===== config.mk =====
export PLATFORM = sky130hd
export DESIGN_NAME = cpuTop
export DESIGN_NICKNAME = d
export VERILOG_FILES = /design/src/logic/pep9Pkg.sv /design/src/logic/aluUnit.sv /design/src/logic/cpuTop.sv /design/src/logic/creditCounter.sv /design/src/logic/instrDecoder.sv /design/src/logic/instrQueue.sv /design/src/logic/regFile.sv /design/src/logic/stageSequencer.sv
export SDC_FILE = /design/constraint.sdc
export NUM_CORES = 1
export LEC_CHECK = 0
export BUFFER_PORTS_ARGS = -buffer_cell sky130_fd_sc_hd__buf_2
export CAP_MARGIN = 25
export CORE_UTILIZATION = 30
export CTS_CLUSTER_SIZE = 12
export DETAILED_ROUTE_END_ITERATION = 10
export PLACE_DENSITY_LB_ADDON = 0.2
export SYNTH_ARGS = -nofsm -noshare
export SYNTH_HDL_FRONTEND = slang
export SYNTH_SLANG_ARGS = --single-unit

===== constraint.sdc =====
create_clock -name Sysclk -period 5.43 [get_ports Sysclk]
set_clock_uncertainty 0.05 [all_clocks]
set_input_delay 0.2715 -clock Sysclk [delete_from_list [all_inputs] [get_ports Sysclk]]
set_output_delay 0.2715 -clock Sysclk [all_outputs]
set_load 0.01 [all_outputs]

===== src/logic/pep9Pkg.sv =====
/*
 * Shared types for the 8-bit Pep/9 core.
 * Modules import this package inside their bodies and use scoped names in port lists.
 */
package pep9Pkg;

    // Data path width
    parameter int DataWidth = 8;

    // One data or instruction byte
    typedef logic [DataWidth-1:0] byteT;

    // ALU operations, CPWr shares opSub with SUBr
    typedef enum logic [3:0]
    {
        opLoad = 4'd0,
        opAdd  = 4'd1,
        opSub  = 4'd2,
        opAnd  = 4'd3,
        opOr   = 4'd4,
        opNot  = 4'd5,
        opNeg  = 4'd6,
        opAsl  = 4'd7,
        opAsr  = 4'd8,
        opRol  = 4'd9,
        opRor  = 4'd10
    } aluOpT;

    // Register bit of the specifier
    typedef enum logic
    {
        regA = 1'b0,
        regX = 1'b1
    } regSelT;

    // Status bits NZVC
    typedef struct packed
    {
        logic n;
        logic z;
        logic v;
        logic c;
    } flagsT;

    // Decoded instruction as seen by the ALU and write-back
    typedef struct packed
    {
        aluOpT  op;
        regSelT regSel;    // Source and destination register
        logic   writeBack; // Cleared for compare
        byteT   operand;   // Immediate low byte
    } microOpT;

    // One record per retired instruction
    typedef struct packed
    {
        regSelT regSel;
        logic   writeBack;
        byteT   result;
        flagsT  flags;
    } retireT;

endpackage


===== src/logic/aluUnit.sv =====
/*
 * 8-bit ALU and NZVC status register.
 * Result and flags register at the end of Execute; untouched flags hold their value.
 */
`timescale 1ns/1ps

module aluUnit (
    input  logic             Sysclk,
    input  logic             resetbar,
    input  logic             aluEnable,
    input  pep9Pkg::microOpT microOp,
    input  pep9Pkg::byteT    regValue,
    output pep9Pkg::byteT    result,
    output pep9Pkg::flagsT   flags
);
    import pep9Pkg::*;

    localparam int Msb = DataWidth - 1;

    byteT               addA, addB, nextResult;
    logic               addCin, addOverflow, updNZ;
    logic [DataWidth:0] sum;
    flagsT              nextFlags;

    // Shared adder for add, subtract and negate
    always_comb
    begin
        case (microOp.op)
            opSub:
            begin
                addA   = regValue;
                addB   = ~microOp.operand;
                addCin = 1'b1;
            end
            opNeg:
            begin
                addA   = '0;
                addB   = ~regValue;
                addCin = 1'b1;
            end
            default:
            begin
                addA   = regValue;
                addB   = microOp.operand;
                addCin = 1'b0;
            end
        endcase
    end

    assign sum         = {1'b0, addA} + {1'b0, addB} + (DataWidth + 1)'(addCin);
    assign addOverflow = (addA[Msb] == addB[Msb]) && (sum[Msb] != addA[Msb]);

    always_comb
    begin
        nextFlags = flags;
        updNZ     = 1'b1;
        case (microOp.op)
            opLoad: nextResult = microOp.operand;
            opAdd, opSub, opNeg:
            begin
                nextResult  = sum[Msb:0];
                nextFlags.v = addOverflow;
                nextFlags.c = sum[DataWidth]; // Carry out
            end
            opAnd:  nextResult = regValue & microOp.operand;
            opOr:   nextResult = regValue | microOp.operand;
            opNot:  nextResult = ~regValue;
            opAsl:
            begin
                nextResult  = {regValue[Msb-1:0], 1'b0};
                nextFlags.c = regValue[Msb];
                nextFlags.v = regValue[Msb] ^ regValue[Msb-1];
            end
            opAsr:
            begin
                nextResult  = {regValue[Msb], regValue[Msb:1]}; // Sign kept
                nextFlags.c = regValue[0];
            end
            opRol:
            begin
                nextResult  = {regValue[Msb-1:0], flags.c};
                nextFlags.c = regValue[Msb];
                updNZ       = 1'b0;
            end
            opRor:
            begin
                nextResult  = {flags.c, regValue[Msb:1]};
                nextFlags.c = regValue[0];
                updNZ       = 1'b0;
            end
            default:
            begin
                nextResult = regValue;
                updNZ      = 1'b0;
            end
        endcase
        if (updNZ)
        begin
            nextFlags.n = nextResult[Msb];
            nextFlags.z = (nextResult == '0);
        end
    end

    always_ff @(posedge Sysclk)
    begin
        if (aluEnable)
            result <= nextResult;
    end

    always_ff @(posedge Sysclk)
    begin
        if (!resetbar)
            flags <= '0;
        else if (aluEnable)
            flags <= nextFlags;
    end

endmodule


===== src/logic/cpuTop.sv =====
/*
 * Top level of the multi-cycle Pep/9 core.
 * Bytes arrive on a credit-based stream and each instruction leaves as one retire record.
 */
`timescale 1ns/1ps

module cpuTop #(
    parameter int InstrDepth    = 4, // Also the source's starting credits
    parameter int RetireCredits = 2
) (
    input  logic             Sysclk,
    input  logic             resetbar,
    input  logic             instrValid,
    input  pep9Pkg::byteT    instrByte,
    output logic             instrCredit,
    output logic             retireValid,
    output pep9Pkg::retireT  retireRec,
    input  logic             retireCredit
);
    import pep9Pkg::*;

    logic    pop, notEmpty, specLoad, operandLoad, isUnary;
    logic    aluEnable, retire, hasCredit, writeEnable;
    byteT    headByte, regValue, aluResult;
    flagsT   aluFlags;
    microOpT microOp;

    // Compare instructions retire without touching the register
    assign writeEnable = retire & microOp.writeBack;
    assign retireValid = retire;

    assign retireRec.regSel    = microOp.regSel;
    assign retireRec.writeBack = microOp.writeBack;
    assign retireRec.result    = aluResult;
    assign retireRec.flags     = aluFlags;

    stageSequencer seq (
        .Sysclk, .resetbar, .notEmpty, .isUnary, .hasCredit,
        .pop, .specLoad, .operandLoad, .aluEnable, .retire
    );

    creditCounter #(.RetireCredits(RetireCredits)) credits (
        .Sysclk, .resetbar, .creditReturn(retireCredit), .spend(retire), .hasCredit
    );

    instrQueue #(.InstrDepth(InstrDepth)) queue (
        .Sysclk, .resetbar, .pushValid(instrValid), .pushByte(instrByte),
        .pop, .notEmpty, .headByte, .creditOut(instrCredit)
    );

    instrDecoder decoder (
        .Sysclk, .resetbar, .headByte, .specLoad, .operandLoad, .isUnary, .microOp
    );

    aluUnit alu (
        .Sysclk, .resetbar, .aluEnable, .microOp, .regValue,
        .result(aluResult), .flags(aluFlags)
    );

    regFile regs (
        .Sysclk, .resetbar,
        .readSel(microOp.regSel), .readValue(regValue),
        .writeEnable, .writeSel(microOp.regSel), .writeValue(aluResult)
    );

endmodule


===== src/logic/creditCounter.sv =====
/*
 * Retire credits held by the core.
 * Loaded at reset, spent on each retire, refilled by the sink's return pulses.
 */
`timescale 1ns/1ps

module creditCounter #(
    parameter int RetireCredits = 2
) (
    input  logic Sysclk,
    input  logic resetbar,
    input  logic creditReturn,
    input  logic spend,
    output logic hasCredit
);

    localparam int CountWidth = $clog2(RetireCredits + 1);

    logic [CountWidth-1:0] count;

    assign hasCredit = (count != '0);

    always_ff @(posedge Sysclk)
    begin
        if (!resetbar)
            count <= CountWidth'(RetireCredits);
        else if (creditReturn && !spend)
            count <= count + 1'b1;
        else if (spend && !creditReturn)
            count <= count - 1'b1; // Both at once cancel
    end

endmodule


===== src/logic/instrDecoder.sv =====
/*
 * Captures the specifier and the immediate low byte as they are fetched.
 * Maps the opcode to an ALU operation, a register select and a write-back bit.
 */
`timescale 1ns/1ps

module instrDecoder (
    input  logic             Sysclk,
    input  logic             resetbar,
    input  pep9Pkg::byteT    headByte,
    input  logic             specLoad,
    input  logic             operandLoad,
    output logic             isUnary,
    output pep9Pkg::microOpT microOp
);
    import pep9Pkg::*;

    byteT specReg;
    byteT operandReg;
    logic specUnary;

    function automatic logic unaryCode(input byteT spec);
        return spec < 8'h28;
    endfunction

    // Sequencer needs the answer in the same cycle the specifier is popped
    assign isUnary   = specLoad ? unaryCode(headByte) : unaryCode(specReg);
    assign specUnary = unaryCode(specReg);

    always_ff @(posedge Sysclk)
    begin
        if (!resetbar)
            specReg <= '0;
        else if (specLoad)
            specReg <= headByte;
    end

    always_ff @(posedge Sysclk)
    begin
        if (operandLoad)
            operandReg <= headByte; // High operand byte is dropped
    end

    always_comb
    begin
        microOp.operand   = operandReg;
        microOp.writeBack = 1'b1;
        if (specUnary)
        begin
            microOp.regSel = regSelT'(specReg[0]);
            case (specReg[7:1])
                7'h0C:   microOp.op = opNot;
                7'h0D:   microOp.op = opNeg;
                7'h0E:   microOp.op = opAsl;
                7'h0F:   microOp.op = opAsr;
                7'h10:   microOp.op = opRol;
                7'h11:   microOp.op = opRor;
                default:
                begin
                    microOp.op        = opOr; // Unsupported unary, no write
                    microOp.writeBack = 1'b0;
                end
            endcase
        end
        else
        begin
            microOp.regSel = regSelT'(specReg[3]);
            case (specReg[7:4])
                4'h6:    microOp.op = opAdd;
                4'h7:    microOp.op = opSub;
                4'h8:    microOp.op = opAnd;
                4'h9:    microOp.op = opOr;
                4'hC:    microOp.op = opLoad;
                4'hA:
                begin
                    microOp.op        = opSub; // CPWr sets flags only
                    microOp.writeBack = 1'b0;
                end
                default:
                begin
                    microOp.op        = opLoad;
                    microOp.writeBack = 1'b0;
                end
            endcase
        end
    end

endmodule


===== src/logic/instrQueue.sv =====
/*
 * Circular FIFO for incoming instruction bytes.
 * Never overflows while the source keeps to its credits; one credit returns per pop.
 */
`timescale 1ns/1ps

module instrQueue #(
    parameter int InstrDepth = 4
) (
    input  logic          Sysclk,
    input  logic          resetbar,
    input  logic          pushValid,
    input  pep9Pkg::byteT pushByte,
    input  logic          pop,
    output logic          notEmpty,
    output pep9Pkg::byteT headByte,
    output logic          creditOut
);
    import pep9Pkg::*;

    localparam int AddrWidth = $clog2(InstrDepth);

    byteT                 mem [InstrDepth];
    logic [AddrWidth:0]   wrPtr, rdPtr; // Extra wrap bit

    assign notEmpty = (wrPtr != rdPtr);
    assign headByte = mem[rdPtr[AddrWidth-1:0]];

    always_ff @(posedge Sysclk)
    begin
        if (pushValid)
            mem[wrPtr[AddrWidth-1:0]] <= pushByte;
    end

    always_ff @(posedge Sysclk)
    begin
        if (!resetbar)
        begin
            wrPtr     <= '0;
            rdPtr     <= '0;
            creditOut <= 1'b0;
        end
        else
        begin
            if (pushValid)
                wrPtr <= wrPtr + 1'b1;
            if (pop && notEmpty)
                rdPtr <= rdPtr + 1'b1;
            creditOut <= pop && notEmpty; // Credit follows the pop by one cycle
        end
    end

endmodule


===== src/logic/regFile.sv =====
/*
 * A and X accumulators.
 * Combinational read for the ALU, synchronous write from Store.
 */
`timescale 1ns/1ps

module regFile (
    input  logic            Sysclk,
    input  logic            resetbar,
    input  pep9Pkg::regSelT readSel,
    output pep9Pkg::byteT   readValue,
    input  logic            writeEnable,
    input  pep9Pkg::regSelT writeSel,
    input  pep9Pkg::byteT   writeValue
);
    import pep9Pkg::*;

    byteT regAValue;
    byteT regXValue;

    assign readValue = (readSel == regX) ? regXValue : regAValue;

    always_ff @(posedge Sysclk)
    begin
        if (!resetbar)
        begin
            regAValue <= '0;
            regXValue <= '0;
        end
        else if (writeEnable)
        begin
            if (writeSel == regX)
                regXValue <= writeValue;
            else
                regAValue <= writeValue;
        end
    end

endmodule


===== src/logic/stageSequencer.sv =====
/*
 * Steps each instruction through Fetch, Decode, Execute and Store.
 * Fetch pops one byte per cycle, Store holds until a retire credit is free.
 */
`timescale 1ns/1ps

module stageSequencer (
    input  logic Sysclk,
    input  logic resetbar,
    input  logic notEmpty,
    input  logic isUnary,
    input  logic hasCredit,
    output logic pop,
    output logic specLoad,
    output logic operandLoad,
    output logic aluEnable,
    output logic retire
);

    typedef enum logic [1:0]
    {
        stFetch   = 2'd0,
        stDecode  = 2'd1,
        stExecute = 2'd2,
        stStore   = 2'd3
    } stateT;

    stateT      state;
    logic [1:0] byteIdx; // 0 specifier, 1 operand high, 2 operand low
    logic       lastByte;

    assign pop         = (state == stFetch) && notEmpty;
    assign specLoad    = pop && (byteIdx == 2'd0);
    assign operandLoad = pop && (byteIdx == 2'd2);
    assign aluEnable   = (state == stExecute);
    assign retire      = (state == stStore) && hasCredit;

    // Unary ends after its specifier, the rest after the operand low byte
    assign lastByte = (specLoad && isUnary) || operandLoad;

    always_ff @(posedge Sysclk)
    begin
        if (!resetbar)
        begin
            state   <= stFetch;
            byteIdx <= 2'd0;
        end
        else
        begin
            case (state)
                stFetch:
                begin
                    if (pop)
                    begin
                        if (lastByte)
                        begin
                            byteIdx <= 2'd0;
                            state   <= stDecode;
                        end
                        else
                        begin
                            byteIdx <= byteIdx + 2'd1;
                        end
                    end
                end
                stDecode:  state <= stExecute;
                stExecute: state <= stStore; // Result registered here
                stStore:
                begin
                    if (hasCredit)
                    begin
                        state <= stFetch;
                    end
                end
                default:   state <= stFetch;
            endcase
        end
    end

endmodule


==> metrics.yaml, run 1 <==
status: "finished clean"
cts.clk_slew.worst_paths_ps: 80
syn_area_per_cell_um2: 10.8
crit_chain: "or4b_4, or3_1, o21ai_2, nor2_1, a21oi_2, a21oi_1, fa_1, fa_1, nor2b_1, o21ai_0, nand2b_1, a21o_1, a211oi_1, o311ai_2, nor2_1, a41o_1"
via_per_inst: 5.03
multi_input_area_um2: 2480
wl_met2_mm: 5.71
drive_gt1_share_pct: 16.8
critPathCaptureType: "flop"
crit_family: "compound AO/OA/AOI/OAI gates"
pin_count: 28
place.gp.congestion: 0.842
coreArea_um2: 16000
critPathLaunch: "decoder.specReg[5]$_SDFFE_PN0P_"
wl_per_cell_um: 16.8
htreeDepth: 3
worst-slew-pin-transition_ps: 750
final_area_um2: 5600
firstDrtPassIters: 4
utilization_pct: 35.0
syn_area_um2: 4950
layout_commonest_cell: "edfxtp_1"
arrival_ps: 4890
met3WireLength_um: 507
hold_path.class: "input port to flop"
yosys_most_used_dff: "edfxtp_1"
cts_tree: "yes"
yosys_warnings: 0
die_w_um: 130
cts_resized: 0
rows: 46
place_hpwl_mm: 8.46
grt_max_degree: 44
max_slew_margin_pct: 50.0
die_h_um: 130
cts_buffers: 9
period_share_pct: 86.4
ctsHoldBuffers: 0
postCtsSetupBuffers: 0
ant_nets: 0
ys_ff_latch: 91
grt_antenna_before_repair: 0
slowest_stage: "dfxtp_1"
post_dp_cell_area_um2: 5280
pwr_density_cell_nw_per_um2: 487
synthCells: 459
fillCellCount: 1670
register_area_um2: 2300
cts_max_path_buffers: 2
m1WireLength_mm: 5.37
dieArea_um2: 17000
finalSetupViolCount: 0
vdd_ir_drop_max_v: 0.000218
grt-ovfl-total: 0
ys_seq_area_share_pct: 46.5
top_layer_used: "met4"
synthArstFlopShare_pct: 0
cts-root-buf: "clkbuf_16"
fin_crit_ps: 4690
hold_start: "instrByte[4]"
track_usage_pct: 14.7
maxCapViolCount: 0
n_antenna_cell: 0
clock-sinks: 91
clk_latency_ps: 360
final_cell_mix: "48 x edfxtp_1, 43 x dfxtp_1, 32 x nand2_1, 31 x nor2_1, 28 x buf_2"
leakage_nw: 2.18
drc: 0
setup_tns_ps: 0
r2r_start: "decoder.specReg[5]$_SDFFE_PN0P_"
path_buf_inv: 0
fmax_mhz: 213
area_delta_synth_final_pct: 13.0
worstPathMaxFanout: 15
synth.net_count: 491
initial_core_util_pct: 31.0
grt_pass1_vias: 3408
io_buffers: 27
num_vias: 3516
grt_pass1_wl_mm: 18.5
fin_nets: 510
synth_cell_type_count: 71
critPathKind: "flop to flop"
rsz0062_at_grt: "no"
slew_violations: 0
synth_edf_count: 48
drt_iter0_markers: 218
slowest_delay_ps: 580
hold_viol: 0
drt_wl_total_mm: 11.7
cp.required_ps: 5630
crit_path_start_kind: "flop"
final_cells: 699
placed_cells: 683
[state kept, by name (all words and copies together), names as in the netlist, named ones only]
signal	count
queue.creditOut	1
regs.regAValue	8
regs.regXValue	8
queue.wrPtr	3
decoder.specReg	8
seq.state	2
alu.result	8
seq.byteIdx	2
decoder.operandReg	8
credits.count	2
alu.flags	4
queue.rdPtr	3
queue.mem	32
[final timing paths]
| kind | slack [ps] | depth (start not counted) | end |
|---|---|---|---|
| worst max register to register | 740 | 16 | alu.flags[2]$_SDFFE_PN0P_ |
| worst min-delay path | 70 | 1 | queue.mem[2][4]$_DFFE_PP_ |
| worst min register to register | 450 | 2 | decoder.specReg[0]$_SDFFE_PN0P_ |
| worst max-delay path | 740 | 16 | alu.flags[2]$_SDFFE_PN0P_ |
[where the power goes]
part | internal (W) | switching, W | total [W]
Clock | 0.000331 | 0.000318 | 0.000649
Combinational | 0.000438 | 0.000680 | 0.00112
Sequential | 0.000840 | 0.000121 | 0.000961
Total | 0.00161 | 0.00112 | 0.00273
[per-stage QoR]
stage,power (W),setup slack [ps],hold slack (ps)
after floorplan,0.00182,1280,320
after global placement,0.00210,932,433
after detailed placement,0.00209,794,443
after CTS,0.00275,756,55.3
after global routing,0.00291,459,59.3
final,0.00273,741,70.3
[cells in the mapped netlist, drive strengths merged (7+ instances only)]
| cell | n | area, um2 |
|---|---|---|
| buf | 8 | 53.8 |
| and2 | 17 | 106 |
| dfxtp | 43 | 861 |
| nand2b | 7 | 43.8 |
| inv | 13 | 48.8 |
| a21boi | 10 | 75.1 |
| o21ai | 23 | 123 |
| mux2i | 31 | 325 |
| a21oi | 13 | 68.8 |
| nand2 | 32 | 120 |
| nor2b | 24 | 150 |
| edfxtp | 48 | 1440 |
| ha | 18 | 225 |
| nand3 | 16 | 80.1 |
| xor2 | 8 | 70.1 |
| xnor2 | 7 | 61.3 |
| nor2 | 32 | 123 |
| clkbuf | 17 | 65.1 |
| mux4 | 8 | 180 |
[cells by family (layout without fill, tap and decap cells)]
kind of cell | after synthesis | after routing | synth area share, %
AO/OA/AOI/OAI | 95 | 95 | 14.3
flip-flops | 91 | 91 | 46.5
buffers and inverters | 39 | 63 | 3.46
adder cells (fa/ha/maj) | 20 | 20 | 5.36
AND/OR/NAND/NOR | 157 | 157 | 16.9
XOR/XNOR | 15 | 15 | 2.65
multiplexers | 42 | 42 | 10.9
[worst reg2reg max path, delay by kind of cell, from the launching register on]
family	cells	cell delay [ps]
AOI/OAI and AO/OA	8	1580
adders and majority gates	2	900
and+or+nand+nor	6	1470
DFF	1	580
[cell type report]
type | instances | share of cell area (%)
clock buffers | 9 | 4.03
clock inverters | 7 | 1.59
flip-flops and latches | 91 | 41.1
repair buffers | 33 | 3.18
multi-input cells | 329 | 44.3
inverters | 14 | 0.939
well taps | 216 | 4.83
[layer usage]
metal  global-route usage (%)  up-vias
met5                        0        -
met4                     5.61        0
met3                     3.58       11
met2                     24.6       83
met1                     18.4     1701
li1                         -     1721
No activity file was read; power rests on OpenSTA's default activity.
==> run 2: changes to the inputs <==
Settings changed: BUFFER_PORTS_ARGS -buffer_cell sky130_fd_sc_hd__buf_2 to -buffer_cell sky130_fd_sc_hd__buf_4.
==> run 2 against run 1 <==
  * Final area increased by 0.94%
  * Utilization increased by 0.33 points
  * Global-route usage up 0.15 points
  * Sequential share of layout area decreased by 0.38 points
  * Count of clock-buffer cells in the layout stayed put
  * Final cell count did not move
  * Clock power decreased by 4.3%
  * Setup slack better by 21 ps
  * Routed wire length is 0.33% higher
  * Critical path depth did not move
  * Largest cell class unchanged
  * Largest power group unchanged
==> metrics.yaml, run 2 (synthesis gave the netlist of run 1 again) <==
io_buffers: 27
wl_met2_mm: 5.87
fmax_mhz: 214
via_per_inst: 5.04
rows: 46
grt_pass1_vias: 3486
grt_antenna_before_repair: 0
setup_tns_ps: 0
cts_buffers: 9
firstDrtPassIters: 5
arrival_ps: 4870
grt-ovfl-total: 0
crit_path_start_kind: "flop"
cts_max_path_buffers: 2
clk_latency_ps: 350
cp.required_ps: 5630
worstPathMaxFanout: 15
die_h_um: 130
utilization_pct: 35.3
vdd_ir_drop_max_v: 0.000262
critPathKind: "flop to flop"
drive_gt1_share_pct: 16.8
max_slew_margin_pct: 46.5
cts_resized: 0
final_cell_mix: "48 x edfxtp_1, 43 x dfxtp_1, 32 x nand2_1, 32 x buf_4, 31 x nor2_1"
wl_per_cell_um: 16.9
fin_crit_ps: 4670
track_usage_pct: 14.9
status: "finished clean"
period_share_pct: 86.0
dieArea_um2: 17000
hold_path.class: "input port to flop"
htreeDepth: 3
hold_viol: 0
post_dp_cell_area_um2: 5350
critPathCaptureType: "flop"
cts_tree: "yes"
worst-slew-pin-transition_ps: 780
drc: 0
final_area_um2: 5650
drt_wl_total_mm: 11.8
layout_commonest_cell: "edfxtp_1"
largest_reg_flops: 32
grt_max_degree: 44
top_layer_used: "met4"
rsz0062_at_grt: "no"
met3WireLength_um: 493
leakage_nw: 2.20
place.gp.congestion: 0.863
pwr_density_cell_nw_per_um2: 484
coreArea_um2: 16000
drt_iter0_markers: 193
cts-root-buf: "clkbuf_16"
postCtsSetupBuffers: 0
initial_core_util_pct: 31.0
pin_count: 28
finalSetupViolCount: 0
n_antenna_cell: 0
num_vias: 3526
maxCapViolCount: 0
m1WireLength_mm: 5.22
ctsHoldBuffers: 0
place_hpwl_mm: 8.61
cts.clk_slew.worst_paths_ps: 80
die_w_um: 130
grt_pass1_wl_mm: 18.9
area_delta_synth_final_pct: 14.0
slew_violations: 0
ant_nets: 0
fin_nets: 510
clock-sinks: 91
fillCellCount: 1649
-- run 2: metrics by stage --
step	setup slack (ps)	total power (W)	hold WS, ps	cells
floorplan	1280	0.00182	320	459
global placement	943	0.00212	422	682
detailed placement	787	0.00212	424	683
CTS	786	0.00276	46.1	699
global route	421	0.00290	49.3	699
finish	762	0.00273	62.2	699
-- run 2: path summary, 6_finish.rpt --
check                             startpoint                        end  slack, ps  depth (start not counted)
min                             instrByte[3]  queue.mem[2][3]$_DFFE_PP_         60                          1
max reg2reg  decoder.specReg[5]$_SDFFE_PN0P_  alu.flags[2]$_SDFFE_PN0P_        760                         16
max          decoder.specReg[5]$_SDFFE_PN0P_  alu.flags[2]$_SDFFE_PN0P_        760                         16
min reg2reg        seq.state[0]$_SDFFE_PN0P_  seq.state[0]$_SDFFE_PN0P_        460                          2
-- run 2: final cells by class --
| type | instances | area, um2 | area share [%] |
|---|---|---|---|
| Clock buffer | 9 | 225 | 3.99 |
| Inverter | 14 | 52.6 | 0.930 |
| Clock inverter | 7 | 73.8 | 1.31 |
| Sequential cell | 91 | 2300 | 40.8 |
| Tap cell | 216 | 270 | 4.79 |
| Multi-Input combinational cell | 329 | 2480 | 43.9 |
| Timing Repair Buffer | 33 | 245 | 4.34 |
-- run 2: metal layers --
metal	GRT usage [%]	vias to the layer above
met5	0	-
met4	5.00	0
met3	3.66	15
met2	25.7	89
met1	18.2	1705
li1	-	1717
-- run 2: where the power goes --
part           switching (W)  total (W)  internal [W]
Combinational       0.000691    0.00115      0.000460
Sequential          0.000120   0.000961      0.000841
Clock               0.000295   0.000621      0.000326
-- run 2: critical path: stages (launching register included) --
cell	delay (ps)
dfxtp_1	570
or4b_4	510
or3_1	440
o21ai_2	200
nor2_1	100
a21oi_2	370
a21oi_1	170
fa_1	490
fa_1	410
nor2b_1	190
o21ai_0	110
nand2b_1	140
a21o_1	130
a211oi_1	80
o311ai_2	290
nor2_1	90
a41o_1	240
==> run 3: changes to the inputs <==
Settings changed: ABC_AREA set to 1, CTS_BUF_LIST set to sky130_fd_sc_hd__clkbuf_2.
==> run 3 against run 2 <==
  * Final cell count up 31%
  * Sequential share of layout area down 0.61 points
  * First-iteration DRC count up 12%
  * Synthesized cell count up 43%
  * Power up 7.0%
  * Final area up 1.5%
  * Critical endpoint unchanged
==> metrics.yaml, run 3 <==
status: "finished clean"
htreeDepth: 3
syn_area_um2: 5100
synth.most_common_cell: "nand2_1"
leakage_nw: 2.52
worst-slew-pin-transition_ps: 875
slew_violations: 0
synthArstFlopShare_pct: 0
area_delta_synth_final_pct: 12.4
critPathCaptureType: "flop"
yosys_most_used_dff: "edfxtp_1"
num_vias: 4365
clk_latency_ps: 610
cp.required_ps: 5920
wl_per_cell_um: 14.2
die_h_um: 132
rows: 47
power.share.combinational_pct: 54.5
drive_gt1_share_pct: 12.1
rsz0062_at_grt: "no"
worstPathMaxFanout: 13
synth_cell_type_count: 36
pin_count: 28
period_share_pct: 73.3
place_hpwl_mm: 9.93
holdWs_ps: 329
grt_pass1_wl_mm: 21.5
hold_path.class: "input port to flop"
final_cell_mix: "143 x nand2_1, 92 x inv_1, 67 x nor2_1, 51 x o21ai_0, 48 x edfxtp_1"
slowest_delay_ps: 540
layout_commonest_cell: "nand2_1"
slowest_stage: "dfxtp_1"
initial_core_util_pct: 30.8
grt-ovfl-total: 0
synthCells: 658
finalSetupViolCount: 0
cts.clk_slew.worst_paths_ps: 280
crit_path_start_kind: "flop"
synth_top_area_share_pct: 28.3
power.total_w: 0.00293
grt_antenna_before_repair: 0
hold_viol: 0
drt_wl_total_mm: 13.0
coreArea_um2: 16600
drt_iter0_markers: 216
ys_ff_latch: 91
synth.net_count: 690
post-place-ws_ps: 1540
yosys_warnings: 0
firstDrtPassIters: 4
grt_pass1_vias: 4256
netSwitchingFraction_pct: 50.0
netlist_top_cells_count: "143 x nand2_1, 92 x inv_1, 67 x nor2_1, 51 x o21ai_0, 48 x edfxtp_1"
cts_tree: "yes"
via_per_inst: 4.76
vdd_ir_drop_max_v: 0.000239
cts_max_path_buffers: 2
cts-root-buf: "clkbuf_2"
io_buffers: 27
synthTopCellsByArea: "edfxtp_1 28%, dfxtp_1 17%, nand2_1 11%"
ys_seq_area_share_pct: 45.1
clock-sinks: 91
cpMostUsedCell: "nand2_1"
dieArea_um2: 17500
synth_largest_area_cell: "edfxtp_1"
postCtsSetupBuffers: 0
ant_nets: 0
syn_area_per_cell_um2: 7.75
setup_ws_ps: 1450
n_antenna_cell: 0
fin_crit_ps: 3980
p_sw_w: 0.00146
critPathKind: "flop to flop"
largest_reg_flops: 32
grt_max_degree: 32
arrival_ps: 4470
pwr_density_cell_nw_per_um2: 510
fin_nets: 724
maxCapViolCount: 0
crit_chain: "inv_2, nand2_1, nor2_2, nand2_1, inv_1, nor2_1, a21oi_1, fa_1, fa_1, inv_1, nand4_1, o211ai_1, nand2_1, nand3_1, nand3_1, nor2_1, nand3_1, nor2_1, nand2_1, a21oi_2"
track_usage_pct: 15.6
cts_resized: 0
die_w_um: 132
clockPowerShare_pct: 11.0
max_slew_margin_pct: 41.5
place.gp.congestion: 0.934
p_int_w: 0.00146
cts_buffers: 9
synth_edf_count: 48
drc: 0
setup_tns_ps: 0
power_frac_seq_pct: 34.5
fmax_mhz: 251
[run 3: cell count changes after synthesis, sizes merged, moves of 8 or more]
cell,change
a21boi,-10
mux2i,-31
and2,-14
o21ai,+32
nor2b,-24
nand2,+124
nand3,+34
a21oi,+33
nor2,+46
inv,+84
mux4,-8
[run 3: layout make-up]
type	instances	area [um2]
inverter	98	368
tap	220	275
clock inverter	7	62.6
sequential	91	2300
timing repair buffer	39	323
multi-input combinational	453	2360
clock buffer	9	45.0
fill	1790	10800
[run 3: worst paths after layout]
check,start,endpoint,slack (ps),cells past startpoint
max,decoder.specReg[7]$_SDFFE_PN0P_,alu.flags[2]$_SDFFE_PN0P_,1450,20
min,instrByte[6],queue.mem[3][6]$_DFFE_PP_,330,2
max reg2reg,decoder.specReg[7]$_SDFFE_PN0P_,alu.flags[2]$_SDFFE_PN0P_,1450,20
min reg2reg,regs.regAValue[4]$_SDFFE_PN0P_,regs.regAValue[4]$_SDFFE_PN0P_,410,2
[run 3: power groups by stage]
| stage | Clock (W) | Combinational (W) | Sequential [W] |
|---|---|---|---|
| 3_3_place_gp | 0 | 0.00158 | 0.00103 |
| 5_1_grt | 0.000366 | 0.00182 | 0.00103 |
| 4_1_cts | 0.000339 | 0.00160 | 0.00101 |
| 2_1_floorplan | 0 | 0.00119 | 0.000984 |
| 3_5_place_dp | 0 | 0.00159 | 0.00103 |
| 6_report | 0.000323 | 0.00159 | 0.00101 |
[run 3: layer usage]
metal  track usage [%]  wire length [um]  vias to the layer above
met5                 0                 0                        -
met4              4.92               246                        0
met3              3.34               425                       18
met2              26.9              6320                       73
met1              19.4              6010                     2038
li1                  -                 -                     2236
[run 3: cells by family after synthesis]
kind of cell    share of synthesized area [%]
simple gates                             26.6
compound gates                           13.7
buf+inv                                  8.61
fa+ha+maj                                5.20
xor+xnor                                0.687
flops                                    45.1
[run 3: worst max-delay path: cells and delay by family, from the launching register on]
family	cells	cell delay, ps
simple gates	12	1630
fa+ha+maj	2	860
flops	1	540
buf+inv	3	440
compound gates	3	400
[run 3: what timing repair did]
item	4_1_cts	5_1_grt
hold buffers	12	0
endpoints found under the setup margin	0	0
hold endpoints to repair	61	0
[run 3: metrics by stage]
stage / util [%] / instances / area [um2]
after floorplan: - / 658 / 5100
after detailed placement: 33.2 / 889 / 5510
after global placement: 33.2 / 889 / 5510
after global routing: 34.6 / 917 / 5730
after CTS: 34.6 / 917 / 5730
final: 34.6 / 917 / 5730
